## config.mk

```make
export PLATFORM = sky130hd
export DESIGN_NAME = bp_resolve
export DESIGN_NICKNAME = d
export VERILOG_FILES = /design/src/verilog/bp_pkg.sv /design/src/verilog/bp_resolve.sv
export SDC_FILE = /design/constraint.sdc
export NUM_CORES = 1
export LEC_CHECK = 0
export BUFFER_PORTS_ARGS = -buffer_cell sky130_fd_sc_hd__buf_2
export CAP_MARGIN = 20
export CORE_AREA = 2 2 83 85
export DETAILED_ROUTE_END_ITERATION = 10
export DIE_AREA = 0 0 85 87
export GPL_ROUTABILITY_DRIVEN = 1
export PLACE_DENSITY_LB_ADDON = 0.12
export REMOVE_ABC_BUFFERS = 1
export SLEW_MARGIN = 40
export SYNTH_ARGS = -nofsm -noshare
export SYNTH_HDL_FRONTEND = slang
export SYNTH_SLANG_ARGS = --single-unit
```

## constraint.sdc

```tcl
create_clock -name clk -period 3.8 [get_ports clk]
set_clock_uncertainty 0.1 [all_clocks]
set_input_delay 0.95 -clock clk [delete_from_list [all_inputs] [get_ports clk]]
set_output_delay 0.95 -clock clk [all_outputs]
set_load 0.05 [all_outputs]
```

## src/verilog/bp_pkg.sv

```systemverilog
`default_nettype none

package bp_pkg;

  localparam int xlen          = 32;
  localparam int bp_index_bits = 8;
  localparam int bp_entries    = 256;
  localparam int bp_tag_bits   = 22;
  localparam int bp_index_lsb  = 2;   // pc[9:2] selects the entry
  localparam int bp_tag_lsb    = bp_index_lsb + bp_index_bits;   // pc[31:10] is the tag

  localparam logic [6:0] opcode_branch = 7'b1100011;   // beq, bne, blt, bge, bltu, bgeu

  typedef logic [bp_index_bits-1:0] bp_index_t;

  // two-bit saturating counter with hysteresis
  typedef enum logic [1:0] {
    strong_not_taken = 2'b00,
    weak_not_taken   = 2'b01,
    weak_taken       = 2'b10,
    strong_taken     = 2'b11
  } bp_state_t;

  typedef struct packed {
    logic                   valid;
    logic [bp_tag_bits-1:0] tag;
    logic [xlen-1:0]        target;
  } btb_entry_t;

  // decode stage request
  typedef struct packed {
    logic            valid;
    logic [xlen-1:0] pc;
    logic [6:0]      opcode;
  } decode_req_t;

  typedef struct packed {
    logic            taken;
    logic [xlen-1:0] target;   // pc + 4 when not taken
  } prediction_t;

  // execute stage outcome, pred_* travelled down with the instruction
  typedef struct packed {
    logic            valid;
    logic [xlen-1:0] pc;
    logic            is_branch;
    logic            actual_taken;
    logic [xlen-1:0] actual_target;
    logic            pred_taken;
    logic [xlen-1:0] pred_target;
  } exec_resolve_t;

  typedef struct packed {
    logic            flush;
    logic [xlen-1:0] pc;
  } redirect_t;

endpackage

`default_nettype wire

```

## src/verilog/bp_resolve.sv

```systemverilog
`timescale 1ns/100ps
`default_nettype none

module bp_resolve import bp_pkg::*; (
  input  wire logic     clk,
  input  wire logic     arst_n,
  input  exec_resolve_t exec_resolve,
  input  wire logic     busy,
  output bp_index_t     rd_index,
  input  bp_state_t     counter,
  output redirect_t     redirect,
  output logic          cnt_wr_en,
  output bp_state_t     cnt_wr_entry,
  output logic          btb_wr_en,
  output btb_entry_t    btb_wr_entry,
  output bp_index_t     wr_index
);

  bp_index_t index;
  logic      branch_valid;
  logic      mispredict;
  bp_state_t cur_state;

  // last counter write, forwarded to a back-to-back resolution
  logic      prev_wr_valid;
  bp_index_t prev_wr_index;
  bp_state_t prev_wr_state;

  function automatic bp_state_t next_state(input bp_state_t state, input logic taken);
    bp_state_t nxt;
    case (state)
      strong_not_taken: nxt = taken ? weak_not_taken : strong_not_taken;
      weak_not_taken:   nxt = taken ? strong_taken : strong_not_taken;
      weak_taken:       nxt = taken ? strong_taken : strong_not_taken;   // no step back to 01
      default:          nxt = taken ? strong_taken : weak_taken;
    endcase
    return nxt;
  endfunction

  assign index    = exec_resolve.pc[bp_index_lsb +: bp_index_bits];
  assign rd_index = index;
  assign wr_index = index;

  assign branch_valid = exec_resolve.valid && exec_resolve.is_branch;

  // direction wrong, or right direction to the wrong place
  assign mispredict = branch_valid &&
                      ((exec_resolve.pred_taken != exec_resolve.actual_taken) ||
                       (exec_resolve.pred_taken && exec_resolve.actual_taken &&
                        (exec_resolve.pred_target != exec_resolve.actual_target)));

  always_comb begin
    redirect.flush = mispredict;
    if (exec_resolve.actual_taken) begin
      redirect.pc = exec_resolve.actual_target;
    end else begin
      redirect.pc = exec_resolve.pc + 32'd4;
    end
  end

  assign cur_state = (prev_wr_valid && (prev_wr_index == index)) ? prev_wr_state : counter;

  assign cnt_wr_en    = branch_valid && !busy;   // updates dropped during a sweep
  assign cnt_wr_entry = next_state(cur_state, exec_resolve.actual_taken);

  assign btb_wr_en           = cnt_wr_en && exec_resolve.actual_taken;
  assign btb_wr_entry.valid  = 1'b1;
  assign btb_wr_entry.tag    = exec_resolve.pc[bp_tag_lsb +: bp_tag_bits];
  assign btb_wr_entry.target = exec_resolve.actual_target;

  always_ff @(posedge clk or negedge arst_n) begin
    if (!arst_n) begin
      prev_wr_valid <= 1'b0;
      prev_wr_index <= '0;
    end else begin
      prev_wr_valid <= cnt_wr_en;
      prev_wr_index <= index;
    end
  end

  always_ff @(posedge clk) begin
    if (cnt_wr_en) begin
      prev_wr_state <= cnt_wr_entry;
    end
  end

endmodule

`default_nettype wire

```

# After elaboration in Yosys (flattened, before gate mapping)

Cells that the tools add are included.

Bits in registers: 11
Input port bits: 105
Output and inout bits: 108
Word-level logic and storage cells: 26

$add $sub $neg: 1
Equality and inequality tests: 5
Mux-type cells: 6
Reduce and logical (&&, ||, !) cells: 11

Operators by type and width:

| kind                    | count |
|---|---|
| $add A32 B3 Y32 const B | 1 |
| $mux W32                | 1 |
| $ne A32 B32 Y1          | 1 |
| $eq A8 B8 Y1            | 1 |
| $logic_and A1 B1 Y1     | 7 |
| $mux W2                 | 2 |
| $pmux W2 S2             | 1 |
| $eq A2 B1 Y1 const B    | 1 |
| $eq A2 B2 Y1 const B    | 1 |
| $logic_not A2 Y1        | 1 |
| $mux W1                 | 2 |
| $reduce_or A2 Y1        | 1 |
| $logic_not A1 Y1        | 1 |
| $logic_or A1 B1 Y1      | 1 |
| $ne A1 B1 Y1            | 1 |

# Logic depth before layout (Yosys ltp)

Gate-level depths: netlist of the first run.

Word-level depth: 6
Mapped depth: 7
Gate-level depth less buffers: 7

# Worst setup path after synthesis of the first run

Ideal clock, no wire load.

Kind: input-to-output
Start: input port exec_resolve[74] in the netlist's numbering
End: output port cnt_wr_entry[1]
Arrival: 2.991 ns
Required time: 2.750 ns
Setup slack: -0.241 ns
Stages: 7
Path buffers: 0
Cells stage by stage: xor2_1 -> nor4_1 -> nand3_1 -> nor4_2 -> mux2i_1 -> ha_1 -> mux2i_1

Word-level cells in the longest chain between the ends: 6
Elaborated cells between the ends (all ways): 8
Those cells by class: eq/ne (3); mux (2); reduce/logical (3)

Ends and longest elaborated chain:

| element                                      | line             | source |
|---|---|---|
| start: declaration                           | bp_resolve.sv:7  | `input exec_resolve_t exec_resolve,` |
| $eq A8 B8 Y1 (*)                             | bp_resolve.sv:61 | `assign cur_state = (prev_wr_valid && (prev_wr_index == index)) ? prev_wr_state : counter;` |
| $logic_and A1 B1 Y1 (*)                      | bp_resolve.sv:61 |  |
| $mux W2 (*)                                  | bp_resolve.sv:61 |  |
| $eq A2 B2 Y1 or $eq A2 B1 Y1 (tied branches) | bp_resolve.sv:31 | `case (state)` |
| $reduce_or A2 Y1 (no line)                   | n/a              |  |
| $pmux W2 S2 (*)                              | bp_resolve.sv:31 |  |
| end: declaration                             | bp_resolve.sv:13 | `output bp_state_t cnt_wr_entry,` |

Mark *: on every way between the ends. The rest lies on a longest branch, timed or not.

# Worst setup path in the final report of the first run

Start: input port exec_resolve[71] in the netlist's numbering
End: output port cnt_wr_entry[1]

The elaborated chain is that of the path after synthesis.

==> results of run 1 <==
[timing repair]
action                                  in CTS  in global routing
pin swaps                                    0                  1
endpoints found under the setup margin       1                  5
gates resized for setup                      2                  8
[final cells by class]
| cell class | count | area, um^2 | share of cell area [%] |
|---|---|---|---|
| Multi-Input combinational cell | 206 | 1450 | 47.3 |
| Inverter | 2 | 7.51 | 0.246 |
| Timing Repair Buffer | 223 | 1170 | 38.4 |
| Clock buffer | 4 | 45.0 | 1.47 |
| Sequential cell | 11 | 285 | 9.33 |
| Tap cell | 80 | 100 | 3.27 |
[flip-flops by register name, indices dropped and copies added (netlist names)]
register,flops
prev_wr_valid,1
prev_wr_index,8
prev_wr_state,2
[cells in the mapped netlist, types with 3 or more instances]
| cell type | count | area share, % |
|---|---|---|
| dfrtp_1 | 9 | 9.9 |
| nand4_1 | 11 | 3.0 |
| o21ai_1 | 5 | 1.1 |
| nor4_1 | 12 | 3.3 |
| o21ai_0 | 23 | 5.1 |
| xor2_1 | 53 | 20 |
| buf_4 | 73 | 24 |
| and4_1 | 3 | 1.2 |
| mux2_2 | 4 | 2.0 |
| ha_1 | 3 | 1.6 |
| nor2_1 | 5 | 0.82 |
| nand3_1 | 10 | 2.2 |
| mux2i_1 | 3 | 1.3 |
| nand2_1 | 37 | 6.1 |
| xnor2_1 | 15 | 5.8 |
| and3_1 | 4 | 1.1 |
| nor3_1 | 5 | 1.1 |
| clkbuf_1 | 5 | 0.82 |
[layer usage]
| layer | up-vias | GRT usage, % | routed length, um |
|---|---|---|---|
| met5 | - | 0 | 0 |
| met4 | 0 | 3.75 | 71 |
| met3 | 9 | 1.42 | 460 |
| met2 | 107 | 33.0 | 3640 |
| met1 | 1069 | 20.0 | 2710 |
| li1 | 1242 | - | - |
[worst max-delay path: stages]
cell	delay, ns
buf_2	0.11
xor2_1	0.13
nor4_1	0.25
nand3_1	0.13
nor4_2	0.16
buf_4	0.16
mux2i_1	0.18
ha_1	0.25
mux2i_1	0.18
buf_4	0.23
[through the flow]
step / cell area (um^2) / power (W)
2_1_floorplan: 1700 / 0.000318
3_3_place_gp: 2960 / 0.000654
3_5_place_dp: 2960 / 0.000654
4_1_cts: 3010 / 0.000770
5_1_grt: 3060 / 0.000807
6_report: 3060 / 0.000763
[power groups by stage]
stage / clock network, W / logic, W / registers (W)
finish: 0.000111 / 0.000523 / 0.000129
detailed placement: 0 / 0.000523 / 0.000131
global route: 0.000124 / 0.000554 / 0.000129
floorplan: 0 / 0.000188 / 0.000130
CTS: 0.000115 / 0.000526 / 0.000129
global placement: 0 / 0.000523 / 0.000131
[cells by family (layout without fill, tap and decap cells)]
group | count (synthesis) | after routing | share of synthesized area, %
AND/OR/NAND/NOR | 97 | 97 | 23.7
XOR/XNOR | 68 | 68 | 26.2
multiplexers | 7 | 7 | 3.30
buffers and inverters | 83 | 229 | 25.8
AO/OA/AOI/OAI | 30 | 30 | 6.76
flip-flops | 11 | 11 | 12.5
adder cells (fa/ha/maj) | 3 | 3 | 1.65
other | 1 | 1 | 0.165
[worst min-delay path by stage]
stage / slack, ns / depth (start not counted) / start / to
2_1_floorplan: 0.55 / 0 / arst_n / prev_wr_index[0]
3_3_place_gp: 0.71 / 1 / arst_n / prev_wr_index[1]
3_5_place_dp: 0.71 / 1 / arst_n / prev_wr_index[1]
4_1_cts: 0.46 / 1 / arst_n / prev_wr_index[1]
5_1_grt: 0.46 / 1 / arst_n / prev_wr_index[1]
6_report: 0.46 / 1 / arst_n / prev_wr_index[1]
==> impl_metrics.sql, run 1 <==
INSERT INTO impl_metrics (metric_group, metric, value, unit) VALUES
('outcome', 'status', 'complete, no violations', ''),
('sta', 'final.setup.worst_slack', '0.0206', 'ns'),
('cts', 'tritoncts', 'yes', ''),
('sta', 'fin_tns_setup', '0', 'ns'),
('routing', 'postRouteAntennaNets', '0', ''),
('sta', 'max_freq', '0.265', 'GHz'),
('cells_and_area', 'layoutNonFillerInstCount', '526', ''),
('critical_path', 'critical_path_end_type', 'output port', ''),
('critical_path', 'crit_path_start', 'exec_resolve[71]', ''),
('critical_path', 'critPathRequiredTime', '2.75', 'ns'),
('cells_and_area', 'final_net_count', '555', ''),
('power', 'combinationalPowerShare', '68.6', '%'),
('sta', 'layout_worst_path_cycle_share', '99.5', '%'),
('placed_design', 'gpl.final_weighted_congestion', '0.779', ''),
('synth', 'postSynthAreaPerCell', '7.59', 'um^2'),
('cts', 'htree_levels', '1', ''),
('floorplanning', 'dieWidth', '85', 'um'),
('cells_and_area', 'final_layout_size_suffix_gt1_share', '54.5', '%'),
('power', 'clock_power_share', '14.6', '%'),
('floorplanning', 'top_level_ports', '213', ''),
('routing', 'viasPerCell', '4.61', ''),
('synth', 'synthesized_area', '2280', 'um^2'),
('cts', 'post-cts-setup-buffers', '0', ''),
('critical_path', 'worstRegToRegCells', '8', ''),
('min_path', 'hold_path_class', 'primary input to asynchronous set/reset pin', ''),
('routing', 'detailedRoute.firstPassIterationCount', '4', ''),
('cts', 'clk_root_buffer_cell', 'clkbuf_8', ''),
('placed_design', 'io_buffer_count', '211', ''),
('sta', 'final_hold_viol_count', '0', ''),
('routing', 'route.vias.total', '2427', ''),
('cts', 'clkLatencyLatePin', '0.23', 'ns'),
('cells_and_area', 'layout.cells.most_common_list', 'buf_2, xor2_1, nand2_1', ''),
('sta', 'setup_viol', '0', ''),
('power', 'worst_ir_drop_vdd', '0.164', 'mV'),
('synth', 'ys.warnings.count', '0', ''),
('synth', 'synth-seq-area-share', '12.5', '%'),
('global_route', 'pin_count_of_the_biggest_net_entering_global_routing', '31', ''),
('routing', 'drt_wl_total', '6880', 'um'),
('placed_design', 'dpl_worst_slack', '-0.0787', 'ns'),
('synth', 'ys.flop_type', 'dfrtp_1', ''),
('power', 'internal-power', '0.000341', 'W'),
('power', 'switching_share', '55.3', '%'),
('cells_and_area', 'final.fill_count', '686', ''),
('synth', 'synthCells', '300', ''),
('global_route', 'gr-total-overflow', '0', ''),
('floorplanning', 'dieHeight', '87', 'um'),
('placed_design', 'post-dp-hpwl', '6030', 'um'),
('synth', 'synthDistinctLibCells', '32', ''),
('placed_design', 'place_inst', '522', ''),
('power', 'cellPowerDensity', '250', 'nW/um^2'),
('floorplanning', 'floorplan.initialDensity', '34.7', '%'),
('synth', 'synth-edff-count', '2', ''),
('global_route', 'grt_antenna_before_repair', '0', ''),
('cts', 'cts.hold.buffers_added', '0', ''),
('routing', 'drc', '0', ''),
('cells_and_area', 'antennaDiodeCount', '0', ''),
('floorplanning', 'placement_rows', '30', ''),
('cts', 'max-clock-path-buffers', '2', ''),
('cts', 'number_of_buffers_created_by_cts', '3', ''),
('critical_path', 'critical_path.endpoint', 'cnt_wr_entry[1]', ''),
('critical_path', 'critical_path_peak_fanout', '2', ''),
('power', 'leak', '1.57', 'nW'),
('critical_path', 'crit_type', 'primary input to output port', ''),
('routing', 'first_iter_violations', '48', ''),
('cts', 'clk_pin_slew_worst_paths', '0.05', 'ns'),
('cells_and_area', 'postLayoutCoreUtil', '46.5', '%'),
('synth', 'postSynthRegisterBits', '11', ''),
('critical_path', 'reg2reg_from', 'prev_wr_index[5]', ''),
('floorplanning', 'core_area', '6570', 'um^2'),
('cells_and_area', 'area_growth_syn_to_layout', '34.2', '%'),
('synth', 'async_flop_share', '81.8', '%');
Note: power is estimated with default switching activity, not from simulation.
==> run 2, diff against run 1 <==
--- a/config.mk
+++ b/config.mk
@@ -5,11 +5,12 @@
 export SDC_FILE = /design/constraint.sdc
 export NUM_CORES = 1
 export LEC_CHECK = 0
-export BUFFER_PORTS_ARGS = -buffer_cell sky130_fd_sc_hd__buf_2
 export CAP_MARGIN = 20
-export CORE_AREA = 2 2 83 85
+export CORE_AREA = 2 2 82 84
+export CTS_BUF_LIST = sky130_fd_sc_hd__clkbuf_8
 export DETAILED_ROUTE_END_ITERATION = 10
-export DIE_AREA = 0 0 85 87
+export DIE_AREA = 0 0 84 86
+export DONT_BUFFER_PORTS = 1
 export GPL_ROUTABILITY_DRIVEN = 1
 export PLACE_DENSITY_LB_ADDON = 0.12
 export REMOVE_ABC_BUFFERS = 1
==> run 2 against run 1 <==
- total power down 36%
- core utilization down 13 points
- sequential power about the same
- non-clock buffer count down 190
- fmax up 2.8%
- clock power about the same
- critical path type unchanged
- largest cell class unchanged
==> impl_metrics.sql, run 2 (synthesized netlist as in run 1, its figures left out) <==
INSERT INTO impl_metrics (metric_group, metric, value, unit) VALUES
('outcome', 'status', 'complete, no violations', ''),
('sta', 'layout_worst_path_cycle_share', '96.8', '%'),
('global_route', 'gr-total-overflow', '0', ''),
('job', 'maxCapViolations', '0', ''),
('global_route', 'track_usage', '15.7', '%'),
('cells_and_area', 'final_layout_size_suffix_gt1_share', '19.9', '%'),
('cells_and_area', 'leading_cell_type_in_the_layout_fill_and_taps_excluded', 'xor2_1', ''),
('power', 'cellPowerDensity', '232', 'nW/um^2'),
('sta', 'setup_viol', '0', ''),
('cells_and_area', 'area_growth_syn_to_layout', '-7.36', '%'),
('power', 'worst_ir_drop_vdd', '0.201', 'mV'),
('floorplanning', 'die_area', '7220', 'um^2'),
('routing', 'postRouteAntennaNets', '0', ''),
('routing', 'drt_wl_total', '6030', 'um'),
('floorplanning', 'top_level_ports', '213', ''),
('sta', 'rsz_0062_raised_after_global_routing', 'true', ''),
('floorplanning', 'core_area', '6280', 'um^2'),
('placed_design', 'io_buffer_count', '0', ''),
('sta', 'worst-slew-pin-transition', '0.501', 'ns'),
('cells_and_area', 'layout_top_registers', 'prev_wr_index x8, prev_wr_state x2, prev_wr_valid x1', ''),
('global_route', 'first_global_vias', '1691', ''),
('cts', 'numClockSinks', '11', ''),
('global_route', 'grt_pass1_wl', '9040', 'um'),
('sta', 'slew_viol_final', '0', ''),
('power', 'combinationalPowerShare', '51.3', '%'),
('critical_path', 'critPathRequiredTime', '2.75', 'ns'),
('power', 'internal-power', '0.000281', 'W'),
('sta', 'final_hold_viol_count', '0', ''),
('cells_and_area', 'antennaDiodeCount', '0', ''),
('cells_and_area', 'top_register', 'prev_wr_index', ''),
('cts', 'number_of_buffers_created_by_cts', '3', ''),
('floorplanning', 'dieWidth', '84', 'um'),
('critical_path', 'worstRegToRegCells', '7', ''),
('cts', 'htree_levels', '1', ''),
('routing', 'first_iter_violations', '29', ''),
('critical_path', 'worstReg2RegEnd', 'prev_wr_state[1]', ''),
('global_route', 'grt_antenna_before_repair', '0', ''),
('routing', 'drc', '0', ''),
('power', 'clock_power_share', '22.3', '%'),
('cts', 'max-clock-path-buffers', '2', ''),
('critical_path', 'regToRegSetupSlack', '1.61', 'ns'),
('global_route', 'pin_count_of_the_biggest_net_entering_global_routing', '64', ''),
('sta', 'final.min_clock_period', '3.68', 'ns'),
('cells_and_area', 'layoutNonFillerInstCount', '333', ''),
('cts', 'tritoncts', 'yes', ''),
('power', 'leak', '0.811', 'nW'),
('routing', 'viasPerCell', '5.27', ''),
('power', 'p_seq_share', '26.4', '%'),
('critical_path', 'critPathArrivalTime', '2.63', 'ns'),
('cells_and_area', 'postLayoutCoreUtil', '33.6', '%'),
('cts', 'clkLatencyLatePin', '0.23', 'ns'),
('cts', 'clk_root_buffer_cell', 'clkbuf_8', ''),
('routing', 'routedWlPerCell', '18.1', 'um'),
('power', 'power_switching', '0.000208', 'W'),
('floorplanning', 'placement_rows', '29', ''),
('power', 'p_total', '0.000489', 'W'),
('sta', 'max_transition_margin', '66.3', '%'),
('floorplanning', 'dieHeight', '86', 'um'),
('critical_path', 'crit_type', 'primary input to output port', ''),
('critical_path', 'critical_path_end_type', 'output port', ''),
('placed_design', 'post-dp-hpwl', '5100', 'um'),
('cts', 'clk_pin_slew_worst_paths', '0.05', 'ns'),
('cts', 'cts.hold.buffers_added', '0', ''),
('power', 'switching_share', '42.5', '%'),
('critical_path', 'cp-start-kind', 'primary input', ''),
('floorplanning', 'floorplan.initialDensity', '36.3', '%'),
('critical_path', 'critical_path_peak_fanout', '8', ''),
('placed_design', 'place_inst', '329', ''),
('routing', 'detailedRoute.firstPassIterationCount', '4', ''),
('sta', 'max_freq', '0.272', 'GHz'),
('routing', 'route.vias.total', '1756', ''),
('cells_and_area', 'final.fill_count', '703', ''),
('critical_path', 'reg2reg_from', 'prev_wr_index[5]', ''),
('cells_and_area', 'final_net_count', '365', ''),
('min_path', 'hold_path_class', 'primary input to asynchronous set/reset pin', ''),
('placed_design', 'gpl.final_weighted_congestion', '0.798', ''),
('cells_and_area', 'layout.cells.most_common_list', 'xor2_1, nand2_1, buf_4', ''),
('cells_and_area', 'flip_flop_count_of_the_largest_register_after_layout', '8', '');
[run 2: cell types whose count changed in the layout (fill, tap and decap cells not counted), sizes merged]
cell    change
inv         +1
buf       -188
clkbuf      -3
[run 2: metrics by stage]
step	hold slack [ns]	setup TNS (ns)	instance area (um^2)	worst slack [ns]
after detailed placement	0.555	0	2040	0.00180
after global routing	0.298	-0.0847	2110	-0.0847
after CTS	0.307	0	2090	0.0407
after floorplan	0.554	-1.09	1700	-0.241
after global placement	0.555	0	2040	0.0431
final	0.311	0	2110	0.123
[run 2: layer usage]
| layer | global-route usage (%) | up-vias | wire length (um) |
|---|---|---|---|
| met1 | 19.0 | 802 | 2420 |
| met2 | 30.0 | 96 | 3180 |
| li1 | - | 856 | - |
| met5 | 0 | - | 0 |
| met4 | 1.32 | 0 | 19 |
| met3 | 3.08 | 2 | 411 |
[run 2: how the worst max path moves through the flow]
stage / startpoint / to / slack [ns] / cells past startpoint
global placement: exec_resolve[74] / cnt_wr_entry[1] / 0.04 / 8
CTS: exec_resolve[74] / cnt_wr_entry[1] / 0.04 / 8
global route: exec_resolve[74] / cnt_wr_entry[1] / -0.08 / 8
finish: exec_resolve[74] / cnt_wr_entry[1] / 0.12 / 8
detailed placement: exec_resolve[74] / cnt_wr_entry[1] / 0.002 / 8
floorplan: exec_resolve[74] / cnt_wr_entry[1] / -0.24 / 7
[run 2: layout make-up]
class	count	area [um^2]	share of cell area, %
flip-flops and latches	11	285	13.5
inverters	2	7.51	0.356
repair buffers	33	248	11.7
well taps	77	96.3	4.57
multi-input cells	206	1430	67.7
clock inverters	1	3.75	0.178
clock buffers	3	41.3	1.96
[run 2: what timing repair did]
action                                 CTS  global route
setup endpoints to repair                1             1
resized for setup                        1             2
endpoints found under the hold margin    0             0
pin swaps                                0             0
setup buffers                            0             0
[run 2: critical path, cell delays in order]
cell,delay (ns)
xor2_2,0.13
nor4_2,0.29
nand3_1,0.15
nor4_4,0.20
mux2i_1,0.23
ha_1,0.26
mux2i_1,0.19
buf_4,0.23
[run 2: power groups by stage]
stage	Sequential (W)	Combinational, W	Clock, W
finish	0.000129	0.000251	0.000109
global route	0.000129	0.000267	0.000121
CTS	0.000129	0.000253	0.000112
detailed placement	0.000131	0.000251	0
global placement	0.000131	0.000251	0
floorplan	0.000130	0.000188	0
==> run 3, diff against run 2 <==
--- a/config.mk
+++ b/config.mk
@@ -6,10 +6,10 @@
 export NUM_CORES = 1
 export LEC_CHECK = 0
 export CAP_MARGIN = 20
-export CORE_AREA = 2 2 82 84
-export CTS_BUF_LIST = sky130_fd_sc_hd__clkbuf_8
+export CORE_AREA = 2 2 83 85
+export CTS_BUF_LIST = sky130_fd_sc_hd__clkbuf_16
 export DETAILED_ROUTE_END_ITERATION = 10
-export DIE_AREA = 0 0 84 86
+export DIE_AREA = 0 0 85 87
 export DONT_BUFFER_PORTS = 1
 export GPL_ROUTABILITY_DRIVEN = 1
 export PLACE_DENSITY_LB_ADDON = 0.12
==> run 3 against run 2 <==
- clock power grew 72%
- wire length is essentially flat
- sequential share of layout area shrank 0.15 points
- cell count grew 0.90%
- via count shrank 0.46%
- clock-buffer cell count is the same
- critical path type unchanged
- largest power group unchanged
==> impl_metrics.sql, run 3 (synthesized netlist as in run 1, its figures left out) <==
INSERT INTO impl_metrics (metric_group, metric, value, unit) VALUES
('job', 'maxCapViolations', '0', ''),
('cells_and_area', 'leading_cell_type_in_the_layout_fill_and_taps_excluded', 'xor2_1', ''),
('routing', 'routedWlPerCell', '17.9', 'um'),
('power', 'worst_ir_drop_vdd', '0.235', 'mV'),
('power', 'cellPowerDensity', '265', 'nW/um^2'),
('floorplanning', 'dieHeight', '87', 'um'),
('cts', 'clk_pin_slew_worst_paths', '0.04', 'ns'),
('cts', 'htree_levels', '1', ''),
('cts', 'clk_root_buffer_cell', 'clkbuf_16', ''),
('routing', 'route.vias.total', '1748', ''),
('power', 'p_seq_share', '22.8', '%'),
('placed_design', 'gpl.final_weighted_congestion', '0.770', ''),
('cells_and_area', 'antennaDiodeCount', '0', ''),
('global_route', 'grt_pass1_wl', '8630', 'um'),
('sta', 'max_transition_margin', '67.2', '%'),
('power', 'p_total', '0.000565', 'W'),
('critical_path', 'critPathRequiredTime', '2.75', 'ns'),
('sta', 'slew_viol_final', '0', ''),
('cts', 'max-clock-path-buffers', '2', ''),
('global_route', 'gr-total-overflow', '0', ''),
('sta', 'worst-slew-pin-transition', '0.487', 'ns'),
('sta', 'setup_viol', '0', ''),
('routing', 'detailedRoute.firstPassIterationCount', '3', ''),
('floorplanning', 'top_level_ports', '213', ''),
('global_route', 'pin_count_of_the_biggest_net_entering_global_routing', '64', ''),
('global_route', 'track_usage', '15.0', '%'),
('sta', 'rsz_0062_raised_after_global_routing', 'false', ''),
('routing', 'drc', '0', ''),
('outcome', 'status', 'complete, no violations', ''),
('critical_path', 'critical_path_peak_fanout', '8', ''),
('sta', 'final.min_clock_period', '3.64', 'ns'),
('floorplanning', 'core_area', '6570', 'um^2'),
('cts', 'number_of_buffers_created_by_cts', '3', ''),
('critical_path', 'reg2reg_from', 'prev_wr_index[5]', ''),
('routing', 'first_iter_violations', '41', ''),
('cells_and_area', 'layout.cells.most_common_list', 'xor2_1, nand2_1, buf_4', ''),
('cells_and_area', 'final_layout_size_suffix_gt1_share', '19.1', '%'),
('cells_and_area', 'final_net_count', '365', ''),
('critical_path', 'worstReg2RegEnd', 'prev_wr_state[1]', ''),
('cells_and_area', 'top_register', 'prev_wr_index', ''),
('critical_path', 'critical_path_end_type', 'output port', ''),
('power', 'internal-power', '0.000349', 'W'),
('cells_and_area', 'layout_top_registers', 'prev_wr_index x8, prev_wr_state x2, prev_wr_valid x1', ''),
('sta', 'layout_worst_path_cycle_share', '95.7', '%'),
('power', 'clock_power_share', '33.0', '%'),
('cells_and_area', 'flip_flop_count_of_the_largest_register_after_layout', '8', ''),
('floorplanning', 'dieWidth', '85', 'um'),
('cts', 'post-cts-setup-buffers', '0', ''),
('global_route', 'grt_antenna_before_repair', '0', ''),
('power', 'power_switching', '0.000217', 'W'),
('cts', 'post_cts_resized', '0', ''),
('placed_design', 'post-dp-hpwl', '5050', 'um'),
('routing', 'drt_wl_total', '6030', 'um'),
('sta', 'fin_tns_setup', '0', 'ns'),
('cells_and_area', 'area_growth_syn_to_layout', '-6.32', '%'),
('critical_path', 'crit_type', 'primary input to output port', ''),
('floorplanning', 'placement_rows', '30', ''),
('critical_path', 'worstRegToRegCells', '8', ''),
('critical_path', 'cp-start-kind', 'primary input', ''),
('cells_and_area', 'postLayoutCoreUtil', '32.5', '%'),
('sta', 'max_freq', '0.275', 'GHz'),
('global_route', 'first_global_vias', '1662', ''),
('floorplanning', 'die_area', '7400', 'um^2'),
('min_path', 'hold_path_class', 'primary input to asynchronous set/reset pin', ''),
('power', 'switching_share', '38.3', '%'),
('floorplanning', 'floorplan.initialDensity', '34.7', '%'),
('cts', 'cts.hold.buffers_added', '0', ''),
('sta', 'final_hold_viol_count', '0', ''),
('cts', 'tritoncts', 'yes', ''),
('critical_path', 'regToRegSetupSlack', '1.46', 'ns'),
('power', 'leak', '0.825', 'nW'),
('placed_design', 'place_inst', '332', ''),
('placed_design', 'io_buffer_count', '0', ''),
('power', 'combinationalPowerShare', '44.1', '%'),
('routing', 'viasPerCell', '5.20', ''),
('cts', 'clkLatencyLatePin', '0.24', 'ns'),
('cells_and_area', 'layoutNonFillerInstCount', '336', ''),
('routing', 'postRouteAntennaNets', '0', ''),
('critical_path', 'critPathArrivalTime', '2.59', 'ns'),
('cts', 'numClockSinks', '11', '');
[run 3: changes by cell type in the layout (fill, tap and decap cells not counted)]
cell and change:
clkbuf_16 +3, nor4_1 +1, xor2_2 -1, nor4_2 -1, xor2_1 +1, o21ai_1 +1, clkbuf_8 -3, o21ai_0 -1
[run 3: metrics by stage]
stage / setup slack [ns] / instance area [um^2] / hold slack, ns
2_1_floorplan: -0.241 / 1700 / 0.554
3_3_place_gp: 0.0886 / 2050 / 0.555
3_5_place_dp: 0.0958 / 2050 / 0.555
4_1_cts: 0.0889 / 2120 / 0.303
5_1_grt: 0.00196 / 2130 / 0.300
6_report: 0.163 / 2130 / 0.308
[run 3: final cells by class]
| cell class | count | area [um^2] |
|---|---|---|
| inverter | 2 | 7.51 |
| fill | 727 | 4440 |
| sequential | 11 | 285 |
| timing repair buffer | 33 | 248 |
| tap | 80 | 100 |
| multi-input combinational | 206 | 1410 |
| clock buffer | 3 | 75.1 |
| clock inverter | 1 | 3.75 |
[run 3: layer usage]
layer	share of wire (%)	global-route usage, %
met1	40	18.3
met3	6.8	2.65
met4	1.8	4.91
met5	0	0
met2	52	26.7
[run 3: worst max-delay path by stage]
stage | from | endpoint | cells past startpoint
2_1_floorplan | exec_resolve[74] | cnt_wr_entry[1] | 7
5_1_grt | exec_resolve[74] | cnt_wr_entry[1] | 8
4_1_cts | exec_resolve[74] | cnt_wr_entry[1] | 8
3_5_place_dp | exec_resolve[74] | cnt_wr_entry[1] | 8
3_3_place_gp | exec_resolve[74] | cnt_wr_entry[1] | 8
6_report | exec_resolve[74] | cnt_wr_entry[1] | 8
[run 3: worst max-delay path, stage by stage]
cell and delay [ns]:
xor2_1 0.12, nor4_1 0.28, nand3_1 0.16, nor4_4 0.21, mux2i_1 0.23, ha_1 0.25, mux2i_1 0.15, buf_4 0.22
[run 3: power by group through the flow]
stage | combinational, W | sequential [W] | clock [W]
finish | 0.000249 | 0.000129 | 0.000187
global route | 0.000266 | 0.000129 | 0.000196
CTS | 0.000251 | 0.000129 | 0.000192
detailed placement | 0.000250 | 0.000131 | 0
global placement | 0.000251 | 0.000131 | 0
floorplan | 0.000188 | 0.000130 | 0
